===== config.mk =====
export PLATFORM = sky130hd
export DESIGN_NAME = int_alu_flat
export DESIGN_NICKNAME = d
export VERILOG_FILES = /design/src/common/vi_pkg.sv /design/src/common/exec_if.sv /design/src/hw/int_alu.sv /design/src/flat_wrapper.sv
export SDC_FILE = /design/constraint.sdc
export NUM_CORES = 1
export LEC_CHECK = 0
export BUFFER_PORTS_ARGS = -buffer_cell sky130_fd_sc_hd__buf_2
export CORE_AREA = 2 2 91 110
export DETAILED_ROUTE_END_ITERATION = 16
export DIE_AREA = 0 0 93 112
export PLACE_DENSITY = 0.9
export SLEW_MARGIN = 30
export SYNTH_ARGS = -nofsm -noshare
export SYNTH_HDL_FRONTEND = slang
export SYNTH_SLANG_ARGS = --single-unit

===== constraint.sdc =====
create_clock -name vclk -period 10.9
set_input_delay 2.18 -clock vclk [all_inputs]
set_output_delay 2.18 -clock vclk [all_outputs]
set_load 0.01 [all_outputs]

===== src/common/vi_pkg.sv =====
// vi_pkg: shared widths, opcodes, pipeline depths and payload types of the vi_core pipeline
package vi_pkg;

	localparam int XLEN        = 32;
	localparam int REG_ADDR_W  = 5;
	localparam int IMEM_DEPTH  = 64;
	localparam int IMEM_ADDR_W = 6;

	// Depth of the multiply pipe, works from 1 to 5
	localparam int MULT_STAGES = 3;

	// Instruction field layout
	localparam int OPCODE_W = 6;
	localparam int OP_LSB   = 26;
	localparam int RD_LSB   = 21;
	localparam int RA_LSB   = 16;
	localparam int RB_LSB   = 11;
	localparam int IMM_W    = 16;

	typedef logic [XLEN-1:0]       word_t;
	typedef logic [REG_ADDR_W-1:0] reg_addr_t;

	typedef enum logic [OPCODE_W-1:0] {
		OP_NOP  = 6'h00,
		OP_ADD  = 6'h01,
		OP_SUB  = 6'h02,
		OP_AND  = 6'h03,
		OP_OR   = 6'h04,
		OP_XOR  = 6'h05,
		OP_SLT  = 6'h06,
		OP_ADDI = 6'h07,
		OP_LUI  = 6'h08,
		OP_MUL  = 6'h09
	} opcode_e;

	// All-zero word decodes as NOP
	localparam word_t NOP_INSTR = '0;

	// Result competing for the writeback register
	typedef struct packed {
		logic      valid;
		reg_addr_t rd;
		word_t     data;
		word_t     pc;
	} wb_t;

endpackage


===== src/common/exec_if.sv =====
// exec_if: issued instruction from the decode/execute register to the ALU and multiply pipe
`timescale 1ns/1ps

interface exec_if;
	import vi_pkg::*;

	logic      valid;
	opcode_e   op;
	reg_addr_t rd;
	word_t     opa;
	word_t     opb;
	word_t     pc;

	modport issue (
		output valid,
		output op,
		output rd,
		output opa,
		output opb,
		output pc
	);

	modport exec (
		input valid,
		input op,
		input rd,
		input opa,
		input opb,
		input pc
	);

endinterface


===== src/hw/int_alu.sv =====
// int_alu: single-cycle integer ALU for all non-multiply opcodes
`timescale 1ns/1ps

module int_alu (
	exec_if.exec        ex,
	output vi_pkg::wb_t result_o
);
	import vi_pkg::*;

	word_t data;

	always_comb begin
		case (ex.op)
			OP_ADD, OP_ADDI: data = ex.opa + ex.opb;
			OP_SUB:          data = ex.opa - ex.opb;
			OP_AND:          data = ex.opa & ex.opb;
			OP_OR:           data = ex.opa | ex.opb;
			OP_XOR:          data = ex.opa ^ ex.opb;
			OP_SLT: begin
				data = {{(XLEN-1){1'b0}}, ($signed(ex.opa) < $signed(ex.opb))};
			end
			// Immediate arrives already shifted into the upper half
			OP_LUI:          data = ex.opb;
			default:         data = '0;
		endcase
	end

	assign result_o.valid = ex.valid && (ex.op != OP_MUL);
	assign result_o.rd    = ex.rd;
	assign result_o.data  = data;
	assign result_o.pc    = ex.pc;

endmodule


===== src/flat_wrapper.sv =====
// flat-port wrapper written by rule: the top's interface ports become plain ports
module int_alu_flat import vi_pkg::*;
  (result_o, ex_valid, ex_op, ex_rd, ex_opa, ex_opb, ex_pc);
  exec_if ex_i ();
  output vi_pkg::wb_t result_o;
  input wire logic [$bits(ex_i.valid)-1:0] ex_valid;
  input wire logic [$bits(ex_i.op)-1:0] ex_op;
  input wire logic [$bits(ex_i.rd)-1:0] ex_rd;
  input wire logic [$bits(ex_i.opa)-1:0] ex_opa;
  input wire logic [$bits(ex_i.opb)-1:0] ex_opb;
  input wire logic [$bits(ex_i.pc)-1:0] ex_pc;
  assign ex_i.valid = ex_valid;
  assign ex_i.op = ex_op;
  assign ex_i.rd = ex_rd;
  assign ex_i.opa = ex_opa;
  assign ex_i.opb = ex_opb;
  assign ex_i.pc = ex_pc;
  int_alu u_core (.ex(ex_i), .result_o(result_o));
endmodule

======== After elaboration in Yosys (flattened, before gate mapping) ========
Index checks and enable logic that the tools add are counted.
storage, ports and cells
  bits in registers ....................... 0
  output and inout bits ................... 70
  bits of input ports ..................... 108
operators by class
  order comparisons ....................... 1
  multiplexer cells ....................... 1
  reduce and logical (&&, ||, !) cells .... 2
  equality and inequality tests ........... 9
  $add $sub $neg .......................... 2
  bitwise gates (word level) .............. 3
operators with widths
  cell                                                  number
  one-hot mux 32 bit (7 select lines)                   1
  adder 32 bit                                          1
  AND 32 bit                                            1
  < comparator 32 bit                                   1
  bitwise OR 32 bit                                     1
  subtractor 32 bit                                     1
  XOR 32 bit                                            1
  equality test 6 x 3 -> 1 bit (second input constant)  4
  equality test 6 x 2 -> 1 bit (second input constant)  2
  equality test 6 x 1 -> 1 bit (second input constant)  1
  equality test 6 x 4 -> 1 bit (second input constant)  1
  != test 6 x 4 -> 1 bit (second input constant)        1
  OR reduction 2 bit                                    1
  logical AND 1 bit                                     1

======== Logic depth before layout (Yosys ltp) ========
Gate-level depths: netlist of run 1.
  depth in word-level cells ............... 3
  mapped depth ............................ 12
  mapped depth without buffers ............ 12

======== Worst setup path before layout of run 1 ========
Ideal clock, no wire load.
  path kind ............................... input -> output
  start point ............................. input ex_opb[4]
  end point ............................... output result_o[61] (netlist bit)
  data required time ...................... 8.720 ns
  arrival ................................. 4.599 ns
  cell stages on the path ................. 11
  path slack .............................. 4.121 ns
  cell sequence ........................... inv_1 ha_1 nor2b_1 or4_1 o21ai_2 o31ai_2 a31o_2 a31o_2 or4_1 a41o_1 nand3_1
RTL lines
  item             RTL line            RTL
  start, declared  flat_wrapper.sv:10  input wire logic [$bits(ex_i.opb)-1:0] ex_opb;
  end, declared    flat_wrapper.sv:5   output vi_pkg::wb_t result_o;

==> insert_results.sql, run 1 <==
INSERT INTO impl_metrics (metric_group, metric, value, unit) VALUES
('critical_path', 'worst_path_max_delay_cell', 'sky130_fd_sc_hd__o31ai_1', ''),
('sta', 'timing.final.setup_violations', '0', ''),
('sta', 'tightest_slew', '0.7719', 'ns'),
('pwr', 'static-leakage-power', '2.789', 'nW'),
('floorplanning', 'width_of_the_chip', '93', 'um'),
('drt', 'drt_pre_antenna_iters', '6', ''),
('synthesis', 'synth_area_leader_cell', 'sky130_fd_sc_hd__ha_1', ''),
('synthesis', 'yosys_warnings', '0', ''),
('critical_path', 'first_element_of_the_critical_path', 'ex_opb[1]', ''),
('synthesis', 'synthXorXnorAreaFrac', '0.3256', '%'),
('synthesis', 'yosysMostFrequentCell', 'sky130_fd_sc_hd__ha_1', ''),
('synthesis', 'synth.avg_cell_area', '6.521', 'um^2'),
('drt', 'finalWirelength', '16.16', 'mm'),
('synthesis', 'yosys.area_share.adder', '24.00', '%'),
('global_route', 'grt_use_met3', '2.571', '%'),
('clock_network', 'cts_hold_repair.buffers', '0', ''),
('layout', 'post-route-util', '60.58', '%'),
('place', 'io_buffers', '104', ''),
('sta', 'period_minus_slack', '7.429', 'ns'),
('critical_path', 'endpoint_kind', 'primary output', ''),
('global_route', 'vias_in_the_first_global_route', '6123', ''),
('synthesis', 'synthCells', '825', ''),
('sta', 'rsz0062_at_grt', 'no', ''),
('floorplanning', 'core.rowCount', '39', ''),
('synthesis', 'synth_mux_area_share', '0.3721', '%'),
('layout', 'finish.cell_count_without_fillers', '974', ''),
('drt', 'via_per_inst', '6.567', ''),
('synthesis', 'synth_cell_types', '62', ''),
('sta', 'fin_tns_setup', '0', 'ns'),
('floorplanning', 'io_pins', '178', ''),
('global_route', 'grt_antenna_before_repair', '0', ''),
('floorplanning', 'die_area', '0.01042', 'mm^2'),
('critical_path', 'worst_ep_required_time', '8.72', 'ns'),
('place', 'gpl.final_weighted_congestion', '1.008', ''),
('synthesis', 'synth.cells.most_frequent', '100 x sky130_fd_sc_hd__ha_1, 92 x sky130_fd_sc_hd__inv_1, 74 x sky130_fd_sc_hd__nor2_1', ''),
('clock_network', 'post-cts-setup-buffers', '0', ''),
('critical_path', 'path_class', 'in2out', ''),
('layout', 'insertedDiodeCount', '0', ''),
('synthesis', 'largest_family_of_logic_cells_by_synthesized_area', 'compound AO/OA/AOI/OAI gates', ''),
('synthesis', 'synth-seq-area-share', '0', '%'),
('pwr', 'vdd.ir_drop.worst', '0.00002278', 'V'),
('worst_hold_path', 'min_path_cells', '0', ''),
('global_route', 'first_pass_grt_wire_length', '26.92', 'mm'),
('drt', 'drc_errors', '0', ''),
('floorplanning', 'fp.dieH', '112', 'um'),
('drt', 'detailroute.via_count', '6396', ''),
('sta', 'finalHoldViolations', '0', ''),
('layout', 'drive_above_1_share', '15.98', '%'),
('status', 'run_status', 'finished, final reports clean', ''),
('clock_network', 'cts-resized-gates', '0', ''),
('pwr', 'total_power', '0.2456', 'mW'),
('layout', 'ff_latch_area', '0', 'um^2'),
('worst_hold_path', 'worstHoldPathType', 'in2out', ''),
('layout', 'area.growth.synth_to_final', '5.488', '%'),
('floorplanning', 'coreArea', '0.009369', 'mm^2'),
('critical_path', 'critical_path_arrival', '5.25', 'ns'),
('sta', 'share_of_the_cycle_needed_by_the_critical_path_after_routing', '68.16', '%'),
('critical_path', 'worstSetupEndpoint', 'result_o[61]', ''),
('synthesis', 'synth.area.top_cells', 'sky130_fd_sc_hd__ha_1 23%, sky130_fd_sc_hd__a21oi_1 6.5%, sky130_fd_sc_hd__inv_1 6.4%', ''),
('sta', 'slew_headroom', '48.10', '%'),
('global_route', 'grt_util_met2', '52.22', '%'),
('sta', 'maxClockFrequency', '0.1346', 'GHz'),
('pwr', 'power_per_cell_area', '43.28', 'mW/mm^2'),
('place', 'dpl.hpwl', '12.39', 'mm'),
('place', 'place.detailed.instances', '974', ''),
('layout', 'fin_nets', '1063', ''),
('critical_path', 'start_kind', 'input pin', ''),
('synthesis', 'synth_compound_area_share', '40.44', '%'),
('global_route', 'met1_usage', '36.72', '%'),
('synthesis', 'post_synthesis_share_of_cell_area_spent_on_and_or_nand_and_nor_gates', '19.70', '%'),
('global_route', 'grt_overflow_total', '0', '');
[logic make-up (layout without fill, tap and decap cells)]
group,count (synthesis),after routing
compound gates,318,318
simple gates,221,221
buf+inv,180,206
fa+ha+maj,102,102
xor+xnor,2,2
mux,2,2
[cell type report]
class / instances / area (um^2)
Fill cell: 919 / 3694
Inverter: 93 / 349.1
Multi-Input combinational cell: 645 / 4584
Tap cell: 123 / 153.9
Timing Repair Buffer: 113 / 588.1
[report_power, final]
| part | total (mW) | internal, mW | switching, mW |
|---|---|---|---|
| clock network | 0 | 0 | 0 |
| logic | 0.246 | 0.0927 | 0.153 |
| registers | 0 | 0 | 0 |
| total | 0.246 | 0.0927 | 0.153 |
[through the flow]
step                area (um^2)  worst slack, ns  hold slack [ns]
finish                     5675            3.471            4.360
global route               5675            3.301            4.360
CTS                        5675            3.556            4.360
detailed placement         5675            3.566            4.360
global placement           5675            3.641            4.360
floorplan                  5380            4.121            4.452
[layout by cell type (no fill, tap or decap), drive strengths merged, types with 15 or more instances in the layout]
cell / netlist / final
a22oi: 18 / 18
o21ai: 56 / 56
nand2: 46 / 46
inv: 93 / 93
a221oi: 26 / 26
buf: 42 / 113
ha: 100 / 100
o211ai: 20 / 20
nor3: 23 / 23
o22ai: 15 / 15
nor2: 74 / 74
a21oi: 70 / 70
a21o: 18 / 18
[how the worst min path moves through the flow]
stage	startpoint	end	slack [ns]
floorplan	ex_pc[0]	result_o[0]	4.45
global placement	ex_pc[17]	result_o[17]	4.36
detailed placement	ex_pc[17]	result_o[17]	4.36
CTS	ex_pc[17]	result_o[17]	4.36
global route	ex_pc[12]	result_o[12]	4.36
finish	ex_pc[10]	result_o[10]	4.36
[critical path, delay by kind of cell]
| kind | cells | cell delay, ns |
|---|---|---|
| fa+ha+maj | 1 | 0.33 |
| simple gates | 2 | 0.37 |
| mux | 1 | 0.22 |
| buf+inv | 3 | 0.40 |
| compound gates | 6 | 1.76 |
[layer usage]
metal	part of all wire, %	up-vias
li1	-	3032
met1	39	2887
met2	48	396
met3	9.6	81
met4	4.3	0
met5	0	-
No activity file was read; power rests on OpenSTA's default activity.
==> run 2: changes to the inputs <==
CORE_AREA = 2 2 95 115   (was 2 2 91 110)
DIE_AREA = 0 0 97 117   (was 0 0 93 112)
PLACE_DENSITY = 0.84   (was 0.9)
clock period = 7.78 ns   (was 10.9 ns; I/O delays follow)
==> insert_results.sql, run 2 (same netlist as run 1, synthesis figures left out) <==
INSERT INTO impl_metrics (metric_group, metric, value, unit) VALUES
('worst_hold_path', 'min_path_cells', '0', ''),
('clock_network', 'post-cts-setup-buffers', '0', ''),
('layout', 'layout.sequential_cells', '0', ''),
('pwr', 'vdd.ir_drop.worst', '0.00002873', 'V'),
('floorplanning', 'fp.dieH', '117', 'um'),
('layout', 'ff_latch_area', '0', 'um^2'),
('layout', 'drive_above_1_share', '15.98', '%'),
('layout', 'fin_nets', '1063', ''),
('sta', 'tightest_slew', '0.6981', 'ns'),
('critical_path', 'crit_path_cell_trace', 'buf_2 > inv_1 > ha_1 > a21o_1 > a21oi_1 > a31oi_1 > o31a_1 > a21oi_1 > o31ai_1 > a31o_2 > mux2i_1 > nand3_1 > buf_2', ''),
('global_route', 'grt_overflow_total', '0', ''),
('layout', 'layout.cells.most_common_list', '104 x sky130_fd_sc_hd__buf_2, 100 x sky130_fd_sc_hd__ha_1, 92 x sky130_fd_sc_hd__inv_1', ''),
('drt', 'via_per_inst', '6.532', ''),
('sta', 'fin_tns_setup', '0', 'ns'),
('critical_path', 'cp_max_fo', '9', ''),
('sta', 'slew_headroom', '53.06', '%'),
('sta', 'timing.final.setup_violations', '0', ''),
('sta', 'rsz0062_at_grt', 'no', ''),
('status', 'run_status', 'finished, final reports clean', ''),
('drt', 'detailroute.via_count', '6401', ''),
('job', 'drv_cap', '0', ''),
('floorplanning', 'coreArea', '0.01031', 'mm^2'),
('critical_path', 'start_kind', 'input pin', ''),
('drt', 'drt_iter0_drc', '593', ''),
('sta', 'maxClockFrequency', '0.1632', 'GHz'),
('floorplanning', 'initial_utilization', '52.18', '%'),
('floorplanning', 'die_area', '0.01135', 'mm^2'),
('drt', 'drt_pre_antenna_iters', '5', ''),
('drt', 'route.top_layer_used', 'met4', ''),
('clock_network', 'cts_hold_repair.buffers', '0', ''),
('global_route', 'grt_antenna_before_repair', '0', ''),
('global_route', 'grt_usage', '26.99', '%'),
('critical_path', 'endpoint_kind', 'primary output', ''),
('drt', 'met2_wirelength', '7.663', 'mm'),
('worst_hold_path', 'timing.hold.worst.start', 'ex_pc[11]', ''),
('floorplanning', 'width_of_the_chip', '97', 'um'),
('layout', 'insertedDiodeCount', '0', ''),
('global_route', 'first_pass_grt_wire_length', '26.54', 'mm'),
('clock_network', 'cts-resized-gates', '0', ''),
('pwr', 'static-leakage-power', '2.789', 'nW'),
('critical_path', 'timing.critical_path.slowest_cell_delay', '0.65', 'ns'),
('drt', 'ant_nets', '0', ''),
('layout', 'area.growth.synth_to_final', '5.628', '%'),
('critical_path', 'worst_path_max_delay_cell', 'sky130_fd_sc_hd__o31ai_1', ''),
('place', 'gpl.final_weighted_congestion', '0.9755', ''),
('sta', 'finalHoldViolations', '0', ''),
('drt', 'drc_errors', '0', ''),
('global_route', 'vias_in_the_first_global_route', '5773', ''),
('critical_path', 'path_class', 'in2out', ''),
('critical_path', 'crit_buf_inv', '3', ''),
('place', 'dpl_cell_area', '0.005683', 'mm^2'),
('worst_hold_path', 'worstHoldPathType', 'in2out', ''),
('worst_hold_path', 'worstHoldEndpoint', 'result_o[11]', ''),
('drt', 'wl_met3', '1.492', 'mm'),
('critical_path', 'worst_path_dominant_cell_family', 'compound AO/OA/AOI/OAI gates', ''),
('drt', 'routedWlPerCell', '16.78', 'um'),
('layout', 'layout_commonest_cell', 'sky130_fd_sc_hd__buf_2', ''),
('critical_path', 'worst_ep_required_time', '6.22', 'ns'),
('sta', 'slew_viol_final', '0', ''),
('global_route', 'maximum_number_of_pins_on_one_net_before_global_route_repair', '36', ''),
('place', 'dpl.hpwl', '12.57', 'mm'),
('sta', 'share_of_the_cycle_needed_by_the_critical_path_after_routing', '78.78', '%'),
('floorplanning', 'io_pins', '178', ''),
('pwr', 'power_per_cell_area', '60.73', 'mW/mm^2'),
('layout', 'final.clkbuf_count', '0', ''),
('layout', 'layout.cell_area.non_filler', '0.005683', 'mm^2'),
('sta', 'period_minus_slack', '6.129', 'ns'),
('floorplanning', 'core.rowCount', '41', ''),
('drt', 'finalWirelength', '16.44', 'mm'),
('critical_path', 'critical_path_arrival', '4.57', 'ns'),
('drt', 'wirelength_met1', '6.546', 'mm'),
('place', 'io_buffers', '104', '');
==> run 2: cell type report <==
cell class | instances | area, um^2
fill | 1008 | 4628
inverter | 93 | 349.1
multi-input combinational | 645 | 4584
tap | 129 | 161.4
timing repair buffer | 113 | 588.1
==> run 2: worst max-delay path by stage <==
stage	start	end	slack, ns	cells after the start
2_1_floorplan	ex_opb[4]	result_o[61]	2.25	11
5_1_grt	ex_opb[1]	result_o[63]	1.46	13
3_5_place_dp	ex_opb[4]	result_o[61]	1.78	13
6_report	ex_opb[3]	result_o[61]	1.65	13
4_1_cts	ex_opb[3]	result_o[61]	1.76	13
3_3_place_gp	ex_opb[3]	result_o[61]	1.82	13
==> run 2: where the power goes <==
part / leakage, nW / internal (mW) / switching, mW
combinational: 2.79 / 0.130 / 0.215
clock: 0 / 0 / 0
sequential: 0 / 0 / 0
total: 2.79 / 0.130 / 0.215
==> run 2: routing by layer <==
layer / GRT usage [%] / up-vias
li1: - / 3024
met3: 3.207 / 96
met5: 0 / -
met4: 12.11 / 0
met2: 48.56 / 387
met1: 32.59 / 2894
==> run 2: stage by stage <==
step / setup WS [ns] / utilization (%) / std cells / hold WS (ns) / total power, mW
floorplan: 2.249 / - / 825 / 3.204 / 0.2530
global placement: 1.816 / 55.11 / 980 / 3.112 / 0.3308
detailed placement: 1.780 / 55.11 / 980 / 3.112 / 0.3347
CTS: 1.762 / 55.11 / 980 / 3.112 / 0.3368
global route: 1.459 / 55.11 / 980 / 3.112 / 0.3804
finish: 1.651 / 55.11 / 980 / 3.112 / 0.3451
