## src/common/vi_pkg.sv

```systemverilog
// vi_pkg: shared widths, opcodes, pipeline depths and payload types of the vi_core pipeline
package vi_pkg;

	localparam int XLEN        = 32;
	localparam int REG_ADDR_W  = 5;
	localparam int IMEM_DEPTH  = 64;
	localparam int IMEM_ADDR_W = 6;

	// Depth of the multiply pipe, works from 1 to 5
	localparam int MULT_STAGES = 3;

	// Instruction field layout
	localparam int OPCODE_W = 6;
	localparam int OP_LSB   = 26;
	localparam int RD_LSB   = 21;
	localparam int RA_LSB   = 16;
	localparam int RB_LSB   = 11;
	localparam int IMM_W    = 16;

	typedef logic [XLEN-1:0]       word_t;
	typedef logic [REG_ADDR_W-1:0] reg_addr_t;

	typedef enum logic [OPCODE_W-1:0] {
		OP_NOP  = 6'h00,
		OP_ADD  = 6'h01,
		OP_SUB  = 6'h02,
		OP_AND  = 6'h03,
		OP_OR   = 6'h04,
		OP_XOR  = 6'h05,
		OP_SLT  = 6'h06,
		OP_ADDI = 6'h07,
		OP_LUI  = 6'h08,
		OP_MUL  = 6'h09
	} opcode_e;

	// All-zero word decodes as NOP
	localparam word_t NOP_INSTR = '0;

	// Result competing for the writeback register
	typedef struct packed {
		logic      valid;
		reg_addr_t rd;
		word_t     data;
		word_t     pc;
	} wb_t;

endpackage

```

## src/hw/bypass_ctrl.sv

```systemverilog
// bypass_ctrl: operand forwarding and stall generation for multiply hazards and wb collisions
`timescale 1ns/1ps

module bypass_ctrl (
	input  vi_pkg::reg_addr_t                          ra_i,
	input  vi_pkg::reg_addr_t                          rb_i,
	input  vi_pkg::reg_addr_t                          rd_i,
	input  logic                                       writes_i,
	input  logic                                       is_mul_i,
	input  vi_pkg::word_t                              rfa_i,
	input  vi_pkg::word_t                              rfb_i,
	input  vi_pkg::wb_t                                alu_wb_i,
	input  vi_pkg::wb_t                                mul_wb_i,
	input  vi_pkg::reg_addr_t [vi_pkg::MULT_STAGES-1:0] mul_rd_i,
	input  logic [vi_pkg::MULT_STAGES-1:0]             mul_valid_i,
	input  logic                                       ex_mul_i,
	input  vi_pkg::reg_addr_t                          ex_rd_i,
	input  vi_pkg::wb_t                                wb_reg_i,
	output vi_pkg::word_t                              opa_o,
	output vi_pkg::word_t                              opb_o,
	output logic                                       stall_o
);
	import vi_pkg::*;

	logic hazard;
	logic collision;

	// Youngest producer wins
	function automatic word_t forward(input reg_addr_t src, input word_t rf_data);
		word_t value;
		value = rf_data;
		if (src == '0) begin
			value = '0;
		end else if (alu_wb_i.valid && (alu_wb_i.rd == src)) begin
			value = alu_wb_i.data;
		end else if (mul_wb_i.valid && (mul_wb_i.rd == src)) begin
			value = mul_wb_i.data;
		end else if (wb_reg_i.valid && (wb_reg_i.rd == src)) begin
			value = wb_reg_i.data;
		end
		return value;
	endfunction

	// Source or destination clash with a MUL still in flight
	function automatic logic clash(input reg_addr_t mul_rd);
		logic hit;
		hit = ((ra_i != '0) && (ra_i == mul_rd)) ||
		      ((rb_i != '0) && (rb_i == mul_rd)) ||
		      (writes_i && (rd_i == mul_rd));
		return hit;
	endfunction

	assign opa_o = forward(ra_i, rfa_i);
	assign opb_o = forward(rb_i, rfb_i);

	// Stage k of the pipe sits at index k-1, the last stage is forwarded instead
	always_comb begin
		hazard = ex_mul_i && clash(ex_rd_i);
		for (int k = 0; k < MULT_STAGES - 1; k++) begin
			if (mul_valid_i[k] && clash(mul_rd_i[k])) begin
				hazard = 1'b1;
			end
		end
	end

	// An ALU op would reach writeback together with the MUL one stage from the end
	generate
		if (MULT_STAGES == 1) begin : g_coll_ex
			assign collision = writes_i && !is_mul_i && ex_mul_i;
		end else begin : g_coll_pipe
			assign collision = writes_i && !is_mul_i && mul_valid_i[MULT_STAGES-2];
		end
	endgenerate

	assign stall_o = hazard || collision;

endmodule

```

## config.mk

```make
export PLATFORM = sky130hd
export DESIGN_NAME = bypass_ctrl
export DESIGN_NICKNAME = d
export VERILOG_FILES = /design/src/common/vi_pkg.sv /design/src/hw/bypass_ctrl.sv
export SDC_FILE = /design/constraint.sdc
export NUM_CORES = 1
export LEC_CHECK = 0
export BUFFER_PORTS_ARGS = -buffer_cell sky130_fd_sc_hd__buf_2
export CAP_MARGIN = 40
export CORE_AREA = 3 3 148 150
export DETAILED_ROUTE_END_ITERATION = 7
export DIE_AREA = 0 0 151 153
export SLEW_MARGIN = 0
export SYNTH_ARGS = -nofsm -noshare
export SYNTH_HDL_FRONTEND = slang
export SYNTH_SLANG_ARGS = --single-unit
```

## constraint.sdc

```tcl
create_clock -name vclk -period 2.2
set_input_delay 0.44 -clock vclk [all_inputs]
set_output_delay 0.44 -clock vclk [all_outputs]
set_load 0.005 [all_outputs]
```

Word level (Yosys, flattened, before mapping)
Cells that the tools add are included.
{ "word_totals": {"out_inout_bits": 65, "mem_bits_rw": 0, "elab_cells": 57, "mem_bits_ro": 0, "reg_bits": 0, "memories": 0, "latch_bits": 0} }
{ "op_classes": {"magnitude_cmp": 0, "n_bitwise": 0, "eq_ne": 15, "shifts": 0, "n_div": 0, "muxes": 10, "multipliers": 0, "reduce_logical": 32, "n_addsub": 0} }
{ "op_table": {"columns": ["op", "n"], "rows": [
  ["two-way mux 32 bit", 8],
  ["equality test 5 bit", 15],
  ["logical AND 1 bit", 20],
  ["logical NOT 5 bit", 2],
  ["nonzero test 5 bit", 2],
  ["logical OR 1 bit", 7],
  ["two-way mux 1 bit", 2],
  ["logical NOT 1 bit", 1]
]} }

Depth between registers and ports, before layout
Gate-level depths: netlist (run 1).
{ "logic_depth": {"word_depth": 8, "depth_mapped": 8} }

Worst setup path after synthesis (run 1)
Ideal clock, no wire load.
{ "synth_timing": {"path_kind": "input port to output port", "startpoint": "input ra_i[0]", "endpoint": "output opa_o[1]", "cell_stages": 7, "arrival_time_ns": 1.708, "path_slack_ns": 0.052, "n_path_buf": 2, "cell_sequence": "buf_6 > xor2_2 > nor4_4 > clkbuf_2 > and3_2 > a211oi_1 > o2bb2ai_1"} }
{ "synth_via": {"elab_chain_len": 6, "word_cells_on_any_way": 11, "classes_between": "eq/ne: 3; mux: 4; reduce/logical: 4"} }
{ "synth_lines": {"columns": ["element", "line_no", "text"], "rows": [
  ["start, declared", "bypass_ctrl.sv:5", "input vi_pkg::reg_addr_t ra_i,"],
  ["equality test 5 bit", "bypass_ctrl.sv:38", "end else if (wb_reg_i.valid && (wb_reg_i.rd == src)) begin"],
  ["logical AND 1 bit", "bypass_ctrl.sv:38", null],
  ["two-way mux 32 bit", "bypass_ctrl.sv:38", null],
  ["two-way mux 32 bit", "bypass_ctrl.sv:36", "end else if (mul_wb_i.valid && (mul_wb_i.rd == src)) begin"],
  ["two-way mux 32 bit", "bypass_ctrl.sv:34", "end else if (alu_wb_i.valid && (alu_wb_i.rd == src)) begin"],
  ["two-way mux 32 bit *", "bypass_ctrl.sv:32", "if (src == '0) begin"],
  ["end, declared", "bypass_ctrl.sv:19", "output vi_pkg::word_t opa_o,"]
]} }
Every way passes the cells marked *; elsewhere a longest branch is shown, timed or not.

Worst setup path in the final report (run 1)
{ "layout_timing": {"startpoint": "input ra_i[1]", "endpoint": "output opa_o[3]"} }
Same word-level chain as after synthesis.

==> summary.md, run 1 <==
| Metric | Value |
|---|---|
| Run status | finished, violations left |
| Failing checks | negative setup slack |
| Adder-cell share of the synthesized area | 0% |
| VDD IR-drop max | about 0.00011 V |
| Lkg Pwr | between 3 and 4 nW |
| Die width | roughly 150 um |
| Slew @ Worst Pin | 0.445 ns |
| Core area | 20800 um2 |
| Post-synthesis xor/xnor area fraction | approximately a fifth |
| Die height | about 150 um |
| Antenna violations before repair | 10 |
| Most common cell after layout, fill and taps aside | buf_2 |
| Reg power frac | 0% |
| First-pass GRT wire length | around 32000 um |
| DP HPWL | approximately 16000 um |
| WL/cell | about 23 um |
| I/O pins | 380 |
| Unrepaired setup endpoints after global routing | yes |
| Worst EP arrival | 2.17 ns |
| # rows | 53 |
| Cts hold-fix bufs | 0 |
| Via count | around 5300 |
| Area of the multi-input gates | 4030 um2 |
| Share of the synthesized area in the top cell type | 15.7% |
| Placed cell areas | between 5000 and 6000 um2 |
| Initial Util | about 16% |
| Synth-to-Final Area Change | 138% |
| Register area share after synthesis | 0% |
| IO Port Bufs | 278 |
| Net switching power | 639 uW |
| Synth warn | 0 |
| Final setup viols | 65 |
| Fin worst setup slack | -0.408 ns |
| WHS | 1.17 ns |
| Largest net degree at the start of global routing | 28 |
| Fill cells | 2123 |
| Cells after synthesis | ~430 |
| Distinct cells, synth | 33 |
| Clock Power Share | 0% |
| Vias in the first global route | 5481 |
| Gp weighted congestion | between 0.7 and 0.8 |
| PwrDens | 174 nW/um2 |
| Syn avg cell area | ~7.5 um2 |
| F_max | 383 MHz |
| Max_cap viols | 0 |
| Drt drc | 0 |
| Fin. max-slew vios | 0 |
| Crit path capture type | output pin |
| Dpl ws | -0.519 ns |
| Period utilization | 119% |
| Wire length after detailed routing | around 24000 um |
| Critical path fanouts, max | 14 |
| Post-synth top area cell | o2bb2ai_1 |
| Final hold viol count | 0 |
| Type of origin of the critical path | input port |
| Vias per cell | about 5 |
| Largest family of logic cells by synthesized area | compound AO/OA/AOI/OAI gates |
| ANT nets after route | 0 |
| Top cells by area, synth | o2bb2ai_1 (16%), a211oi_1 (13%), xor2_1 (13%) |
| Layout cells sized above 1 | approximately 78% |
| Internal | ~700 uW |
| Total grt overflow | 0 |
| Crit path time final | 2.61 ns |
| Critical path type | in -> out |
| Comb pwr share | between 90% and 100% |
| Hold Path Class | in -> out |
| NumNets Final | about 1100 |
| Slew HR | 70.3% |
| Mux cell area share after synthesis | 0% |
| Sequential Area | 0 um2 |
| Synth Net Count | between 700 and 800 |
| Area of the die | approximately 23000 um2 |
| Post-synthesis cell area | 3240 um2 |
| Design area | 7710 um2 |
| Switching part of the total | between 40% and 50% |
| Clk_buf instances | 0 |
| DR iter-0 viols | between 200 and 250 |
| Commonest cells after routing, fill and taps aside | buf_2 (264), buf_4 (49), buf_6 (39) |
| Gr usage total | between 10% and 20% |
| Post-synthesis simple-gate area fraction | roughly 23% |
| Num sequential | 0 |
| Post-synthesis compound-gate area fraction | between 40 and 50% |
| Fin util | a little under two fifths |
| Initial DRT Pass Iterations | 5 |
| Critical Path RT | about 1.8 ns |
final cells by class:
cell class	instances	area share, %
Timing Repair Buffer	409	43.2
Multi-Input combinational cell	378	52.3
Tap cell	275	4.46
Inverter	1	0.0487
Antenna cell	2	0.0649
per-layer routing:
layer / global-route usage, % / wire (um) / share of wire, % / vias to the layer above
met5: 0 / 104 / 0.43 / -
li1: - / - / - / 2400
met1: 21.5 / 9490 / 39 / 2565
met2: 33.3 / 12500 / 51 / 299
met4: 2.81 / 473 / 1.9 / 16
met3: 3.20 / 1880 / 7.7 / 47
worst max-delay path: stages:
cell and delay, ns:
buf_8 0.11, buf_6 0.12, buf_6 0.11, xor2_2 0.13
nor4_2 0.26, buf_4 0.17, nand3_4 0.15, buf_12 0.22
o21ai_0 0.18, o2bb2ai_1 0.10, buf_2 0.14
final timing paths:
| kind | from | to | slack, ns | depth (start not counted) |
|---|---|---|---|---|
| worst min-delay path | alu_wb_i[54] | opa_o[22] | 1.17 | 3 |
| worst max-delay path | ra_i[1] | opa_o[3] | -0.41 | 11 |
cell families (layout without fill, tap and decap cells):
logic type,after synthesis,count (layout)
compound gates,199,199
other cells,0,2
buf+inv,55,410
xor+xnor,75,75
simple gates,103,104
Yosys cell counts, types with 5 or more instances:
library cell	n
nor4_1	7
and3_1	40
nand3_1	10
buf_2	13
clkbuf_2	6
o2bb2ai_1	58
xnor2_1	26
clkbuf_1	18
xor2_1	47
o21ai_0	64
a211oi_1	58
buf_4	5
a211oi_2	6
buf_6	12
and3_2	28
o2bb2ai_2	6
metrics by stage:
stage / total power, mW / cells / setup TNS (ns)
floorplan: 0.416 / 432 / 0
global placement: 0.967 / 1008 / -29.11
detailed placement: 0.977 / 1009 / -25.35
CTS: 1.19 / 1052 / -17.03
global route: 1.43 / 1065 / -22.77
finish: 1.34 / 1065 / -19.70
timing repair:
item	4_1_cts	5_1_grt
gates cloned	11	9
buffers inserted	36	10
gates resized for setup	190	166
endpoints found under the setup margin	65	65
hold endpoints to repair	0	0
pin swaps	38	48
power by group through the flow:
stage                      clock [mW]  sequential (mW)  combinational [mW]
after global routing      0.000000112                0                1.43
after CTS                           0                0                1.19
after global placement              0                0               0.967
after floorplan                     0                0               0.416
final                     0.000000117                0                1.34
after detailed placement            0                0               0.977
Note: power is estimated with default switching activity, not from simulation.
==> inputs of run 2 (changes only) <==
==> constraint.sdc (replaced) <==
create_clock -name vclk -period 2.1
set_input_delay 0.42 -clock vclk [all_inputs]
set_output_delay 0.42 -clock vclk [all_outputs]
set_load 0.005 [all_outputs]
==> run 2 against run 1 <==
The flow still finishes with violations (negative setup slack); via count decreased by 3.3%; die area unchanged; highest routed layer unchanged; critical path type unchanged; final area shrank 8.1%; total power is 3.4% lower; cell count down 3.3%; critical endpoint is now opa_o[18]; setup slack improved by 0.089 ns.
==> summary.md, run 2 (synthesized netlist as in run 1, its figures left out) <==
| Metric | Value |
|---|---|
| Slew @ Worst Pin | 0.409 ns (-0.0367 ns) |
| Final TNS setup | -17.34 ns (+2.36 ns) |
| Crit path capture type | output pin |
| Failing checks | negative setup slack |
| Slew HR | 72.6% (+2.3 points) |
| Gr usage total | 17.3% (-0.61 points) |
| Largest net degree at the start of global routing | 27 (-3.6%) |
| Crit path time final | 2.42 ns |
| Initial Util | 15.6% (unchanged) |
| Die height | 153 um (unchanged) |
| Pwr Total | 1.30 mW (-3.4%) |
| NumNets Final | 1071 (-3.1%) |
| Final setup viols | 65 (unchanged) |
| Critical path type | in -> out |
| First-pass GRT wire length | 31200 um (-2.4%) |
| Fin. max-slew vios | 0 (unchanged) |
| Layout cells sized above 1 | 75.1% (-2.5 points) |
| Max_cap viols | 0 (unchanged) |
| IO Port Bufs | 278 (unchanged) |
| Fin util | 34.0% (-3.0 points) |
| ANT nets after route | 0 (unchanged) |
| F_max | 413 MHz |
| Sequential Area | 0 um2 (unchanged) |
| Commonest cells after routing, fill and taps aside | buf_2 (264), a211oi_2 (43), buf_4 (43) |
| Clk_buf instances | 0 (unchanged) |
| WL/cell | 21.9 um (-4.3%) |
| I/O pins | 380 (unchanged) |
| Die width | 151 um (unchanged) |
| Vias in the first global route | 5350 (-2.4%) |
| Type of origin of the critical path | input port |
| Final hold viol count | 0 (unchanged) |
| PwrDens | 183 nW/um2 (+5.1%) |
| Dpl ws | -0.608 ns (-0.0890 ns) |
| Core area | 20800 um2 (unchanged) |
| Most common cell after layout, fill and taps aside | buf_2 |
| Vias per cell | 5.00 (about the same) |
| Total grt overflow | 0 (unchanged) |
| Unrepaired setup endpoints after global routing | yes |
| Fin worst setup slack | -0.320 ns (+0.0888 ns) |
| DP HPWL | 16100 um (-1.5%) |
| Gp weighted congestion | 0.801 (+2.9%) |
| Antenna violations before repair | 5 (-5) |
| Period utilization | 115% |
| Run status | finished, violations left |
| Worst EP arrival | 2.00 ns (-0.17 ns) |
| Num sequential | 0 (unchanged) |
| Synth-to-Final Area Change | 119% |
| Placed cell areas | 5390 um2 (-2.5%) |
| Lkg Pwr | 3.12 nW (-9.4%) |
| Via count | 5152 (-3.3%) |
| Drt drc | 0 (unchanged) |
| Design area | 7090 um2 (-8.1%) |
| Hold Path Class | in -> out |
| Initial DRT Pass Iterations | 5 (unchanged) |
| # rows | 53 (unchanged) |
| Critical path fanouts, max | 6 (-8) |
| Critical Path RT | 1.68 ns (-0.08 ns) |
| Area of the die | 23100 um2 (unchanged) |
| DR iter-0 viols | 252 (+11%) |
| Wire length after detailed routing | 22600 um (-7.4%) |
| VDD IR-drop max | 0.0000917 V (-20%) |
[run 2: timing repair]
item,in CTS,in global routing
endpoints found under the setup margin,65,65
gates cloned,8,4
hold buffers,0,0
gates resized for setup,210,78
pin swaps,72,43
setup buffers,21,9
[run 2: worst max-delay path, stage by stage]
cell and delay (ns):
buf_6 0.12, xor2_2 0.15, nor4_4 0.33, buf_6 0.20, nand2_8 0.11, buf_16 0.17
a211oi_2 0.27, o2bb2ai_1 0.09, buf_2 0.13
[run 2: metrics by stage]
stage          hold WS, ns  cells
3_5_place_dp          1.13    993
5_1_grt               1.14   1030
6_report              1.13   1030
3_3_place_gp          1.13    993
4_1_cts               1.13   1019
2_1_floorplan        0.928    432
[run 2: report_power, final]
group	switching [mW]	internal (mW)
combinational	0.632	0.664
clock	0	0.0000000637
sequential	0	0
[run 2: area by class of cell]
| class | instances | area (um2) |
|---|---|---|
| well taps | 275 | 344 |
| repair buffers | 374 | 2790 |
| fillers | 2159 | 13700 |
| inverters | 1 | 3.75 |
| diodes | 1 | 2.50 |
| multi-input cells | 379 | 3940 |
[run 2: layer usage]
layer	up-vias	global-route usage, %	wire [um]	part of all wire (%)
met5	-	0	51	0.23
met4	8	3.54	478	2.1
met3	48	3.82	1820	8.1
met2	271	31.0	11100	49
met1	2493	20.9	9120	40
li1	2332	-	-	-
[run 2: worst paths after layout]
kind	startpoint	slack [ns]	cells past startpoint	end
setup / recovery	ra_i[3]	-0.32	9	opa_o[18]
hold / removal	alu_wb_i[50]	1.13	3	opb_o[18]
==> inputs of run 3 (changes only) <==
==> constraint.sdc (replaced) <==
create_clock -name vclk -period 2.1
set_input_delay 0.21 -clock vclk [all_inputs]
set_output_delay 0.21 -clock vclk [all_outputs]
set_load 0.005 [all_outputs]
==> run 3 against run 2 <==
The flow now finishes without violations; count of clock-buffer cells in the layout unchanged; die area unchanged; first-iteration DRC count decreased by 5.2%; combinational power decreased by 11%; utilization decreased by 3.8 points; critical path depth unchanged; setup slack improved by 0.35 ns; final area decreased by 11%; critical path type unchanged; largest cell class unchanged.
==> summary.md, run 3 (synthesized netlist as in run 1, its figures left out) <==
| Metric | Value |
|---|---|
| I/O pins | 380 (unchanged) |
| IO Port Bufs | 278 (unchanged) |
| Fin. max-slew vios | 0 (unchanged) |
| Worst path slowest cell | or4_4 |
| Cts hold-fix bufs | 0 (unchanged) |
| NumNets Final | 1070 (-0.093%) |
| CP max stage delay | 0.42 ns (+0.09 ns) |
| Drt drc | 0 (unchanged) |
| Internal | 591 uW (-11%) |
| Via count | 5095 (-1.1%) |
| Critical path type | in -> out |
| F_max | 484 MHz (+17%) |
| Pwr Total | 1.16 mW (-11%) |
| Clock Power Share | 0% (unchanged) |
| Wire length after detailed routing | 21800 um (-3.7%) |
| Unrepaired setup endpoints after global routing | yes |
| WHS | 0.711 ns (-0.418 ns) |
| DR iter-0 viols | 239 (-5.2%) |
| First-pass GRT wire length | 28600 um (-8.2%) |
| Layout cells sized above 1 | 64.9% (-10 points) |
| Clk_buf instances | 0 (unchanged) |
| WL/cell | 21.1 um (-3.8%) |
| Num sequential | 0 (unchanged) |
| Most common cell after layout, fill and taps aside | buf_2 |
| Vias in the first global route | 5061 (-5.4%) |
| # rows | 53 (unchanged) |
| Hold Crit Depth | 3 (unchanged) |
| Crit path capture type | output pin |
| Worst EP arrival | 1.86 ns (-0.14 ns) |
| Switching part of the total | 48.9% (+0.19 points) |
| Final hold viol count | 0 (unchanged) |
| CP cell instances | buf_8 -> buf_6 -> buf_4 -> or4_4 -> nor2_4 -> nor3_1 -> a221oi_2 -> o211ai_1 -> buf_2 |
| Initial DRT Pass Iterations | 5 (unchanged) |
| Type of origin of the critical path | input port |
| Net switching power | 566 uW (-10%) |
| Area of the die | 23100 um2 (unchanged) |
| Gr usage total | 15.9% (-1.4 points) |
| Reg power frac | 0% (unchanged) |
| Comb pwr share | 100.0% (about the same) |
| Layout Cells excl Fill | 1031 (+0.097%) |
| PwrDens | 184 nW/um2 (+0.46%) |
| Lkg Pwr | 2.92 nW (-6.5%) |
| Fin util | 30.2% (-3.8 points) |
| Initial Util | 15.6% (unchanged) |
| Run status | finished clean |
| Critical path fanouts, max | 5 (-1) |
| Period utilization | 98.5% (-17 points) |
| Die height | 153 um (unchanged) |
| Die width | 151 um (unchanged) |
| Commonest cells after routing, fill and taps aside | buf_2 (272), o2bb2ai_1 (54), buf_4 (53) |
| Post-placement cell count | 998 (+0.50%) |
| Total grt overflow | 0 (unchanged) |
| Sequential Area | 0 um2 (unchanged) |
| VDD IR-drop max | 0.000119 V (+30%) |
| Crit path time final | 2.07 ns (-0.351 ns) |
| Slew @ Worst Pin | 0.384 ns (-0.0242 ns) |
| Gp weighted congestion | 0.769 (-4.0%) |
| Final TNS setup | 0 ns (+17.34 ns) |
| Slew HR | 74.4% (+1.8 points) |
| Largest net degree at the start of global routing | 28 (+3.7%) |
| Vias per cell | 4.94 (-1.2%) |
| Critical Path RT | 1.89 ns (+0.21 ns) |
| Core area | 20800 um2 (unchanged) |
| Final setup viols | 0 (-100%) |
| Max_cap viols | 0 (unchanged) |
| Antenna violations before repair | 8 (+3) |
| ANT nets after route | 0 (unchanged) |
| DP HPWL | 16300 um (+0.84%) |
| Synth-to-Final Area Change | 94.2% |
| Hold Path Class | in -> out |
## run 3: changes by cell type in the layout (fill, tap and decap cells not counted), sizes merged
cell	before	now
clkbuf	4	7
diode	1	3
nand2	4	3
buf	370	367
## run 3: power groups by stage
stage               sequential (mW)    clock, mW  combinational (mW)
finish                            0  0.000000191                1.16
CTS                               0            0                1.04
global route                      0  0.000000127                1.24
detailed placement                0            0                1.00
floorplan                         0            0               0.436
global placement                  0            0               0.990
## run 3: routing by layer
| layer | share of wire [%] | routed length [um] | global-route usage [%] |
|---|---|---|---|
| met5 | 0.35 | 76 | 0 |
| met1 | 42 | 9100 | 19.2 |
| met3 | 7.0 | 1530 | 2.40 |
| met2 | 50 | 10800 | 30.4 |
| met4 | 0.96 | 209 | 1.25 |
## run 3: area by class of cell
class,instances,area [um2]
fillers,2208,14500
multi-input cells,378,3310
repair buffers,374,2630
well taps,275,344
diodes,3,7.51
inverters,1,3.75
## run 3: metrics by stage
step | setup WS (ns) | area (um2)
floorplan | 0.412 | 3240
global placement | -0.259 | 5390
detailed placement | -0.251 | 5420
CTS | -0.0143 | 5620
global route | -0.0354 | 6290
finish | 0.0319 | 6300
## run 3: critical path, delay by kind of cell
family	cells	cell delay, ns
AOI/OAI and AO/OA	2	0.41
and+or+nand+nor	3	0.73
buffers and inverters	4	0.50
## run 3: path summary, 6_finish.rpt
| check | start | end | slack [ns] |
|---|---|---|---|
| setup / recovery | ra_i[1] | stall_o | 0.03 |
| hold / removal | alu_wb_i[32] | opa_o[0] | 0.71 |
## run 3: repair_timing
action                     in CTS  in global routing
pin swaps                       4                 43
gates cloned                    1                  8
setup buffers                   5                 18
gates resized for setup        23                 93
setup endpoints to repair      62                 65
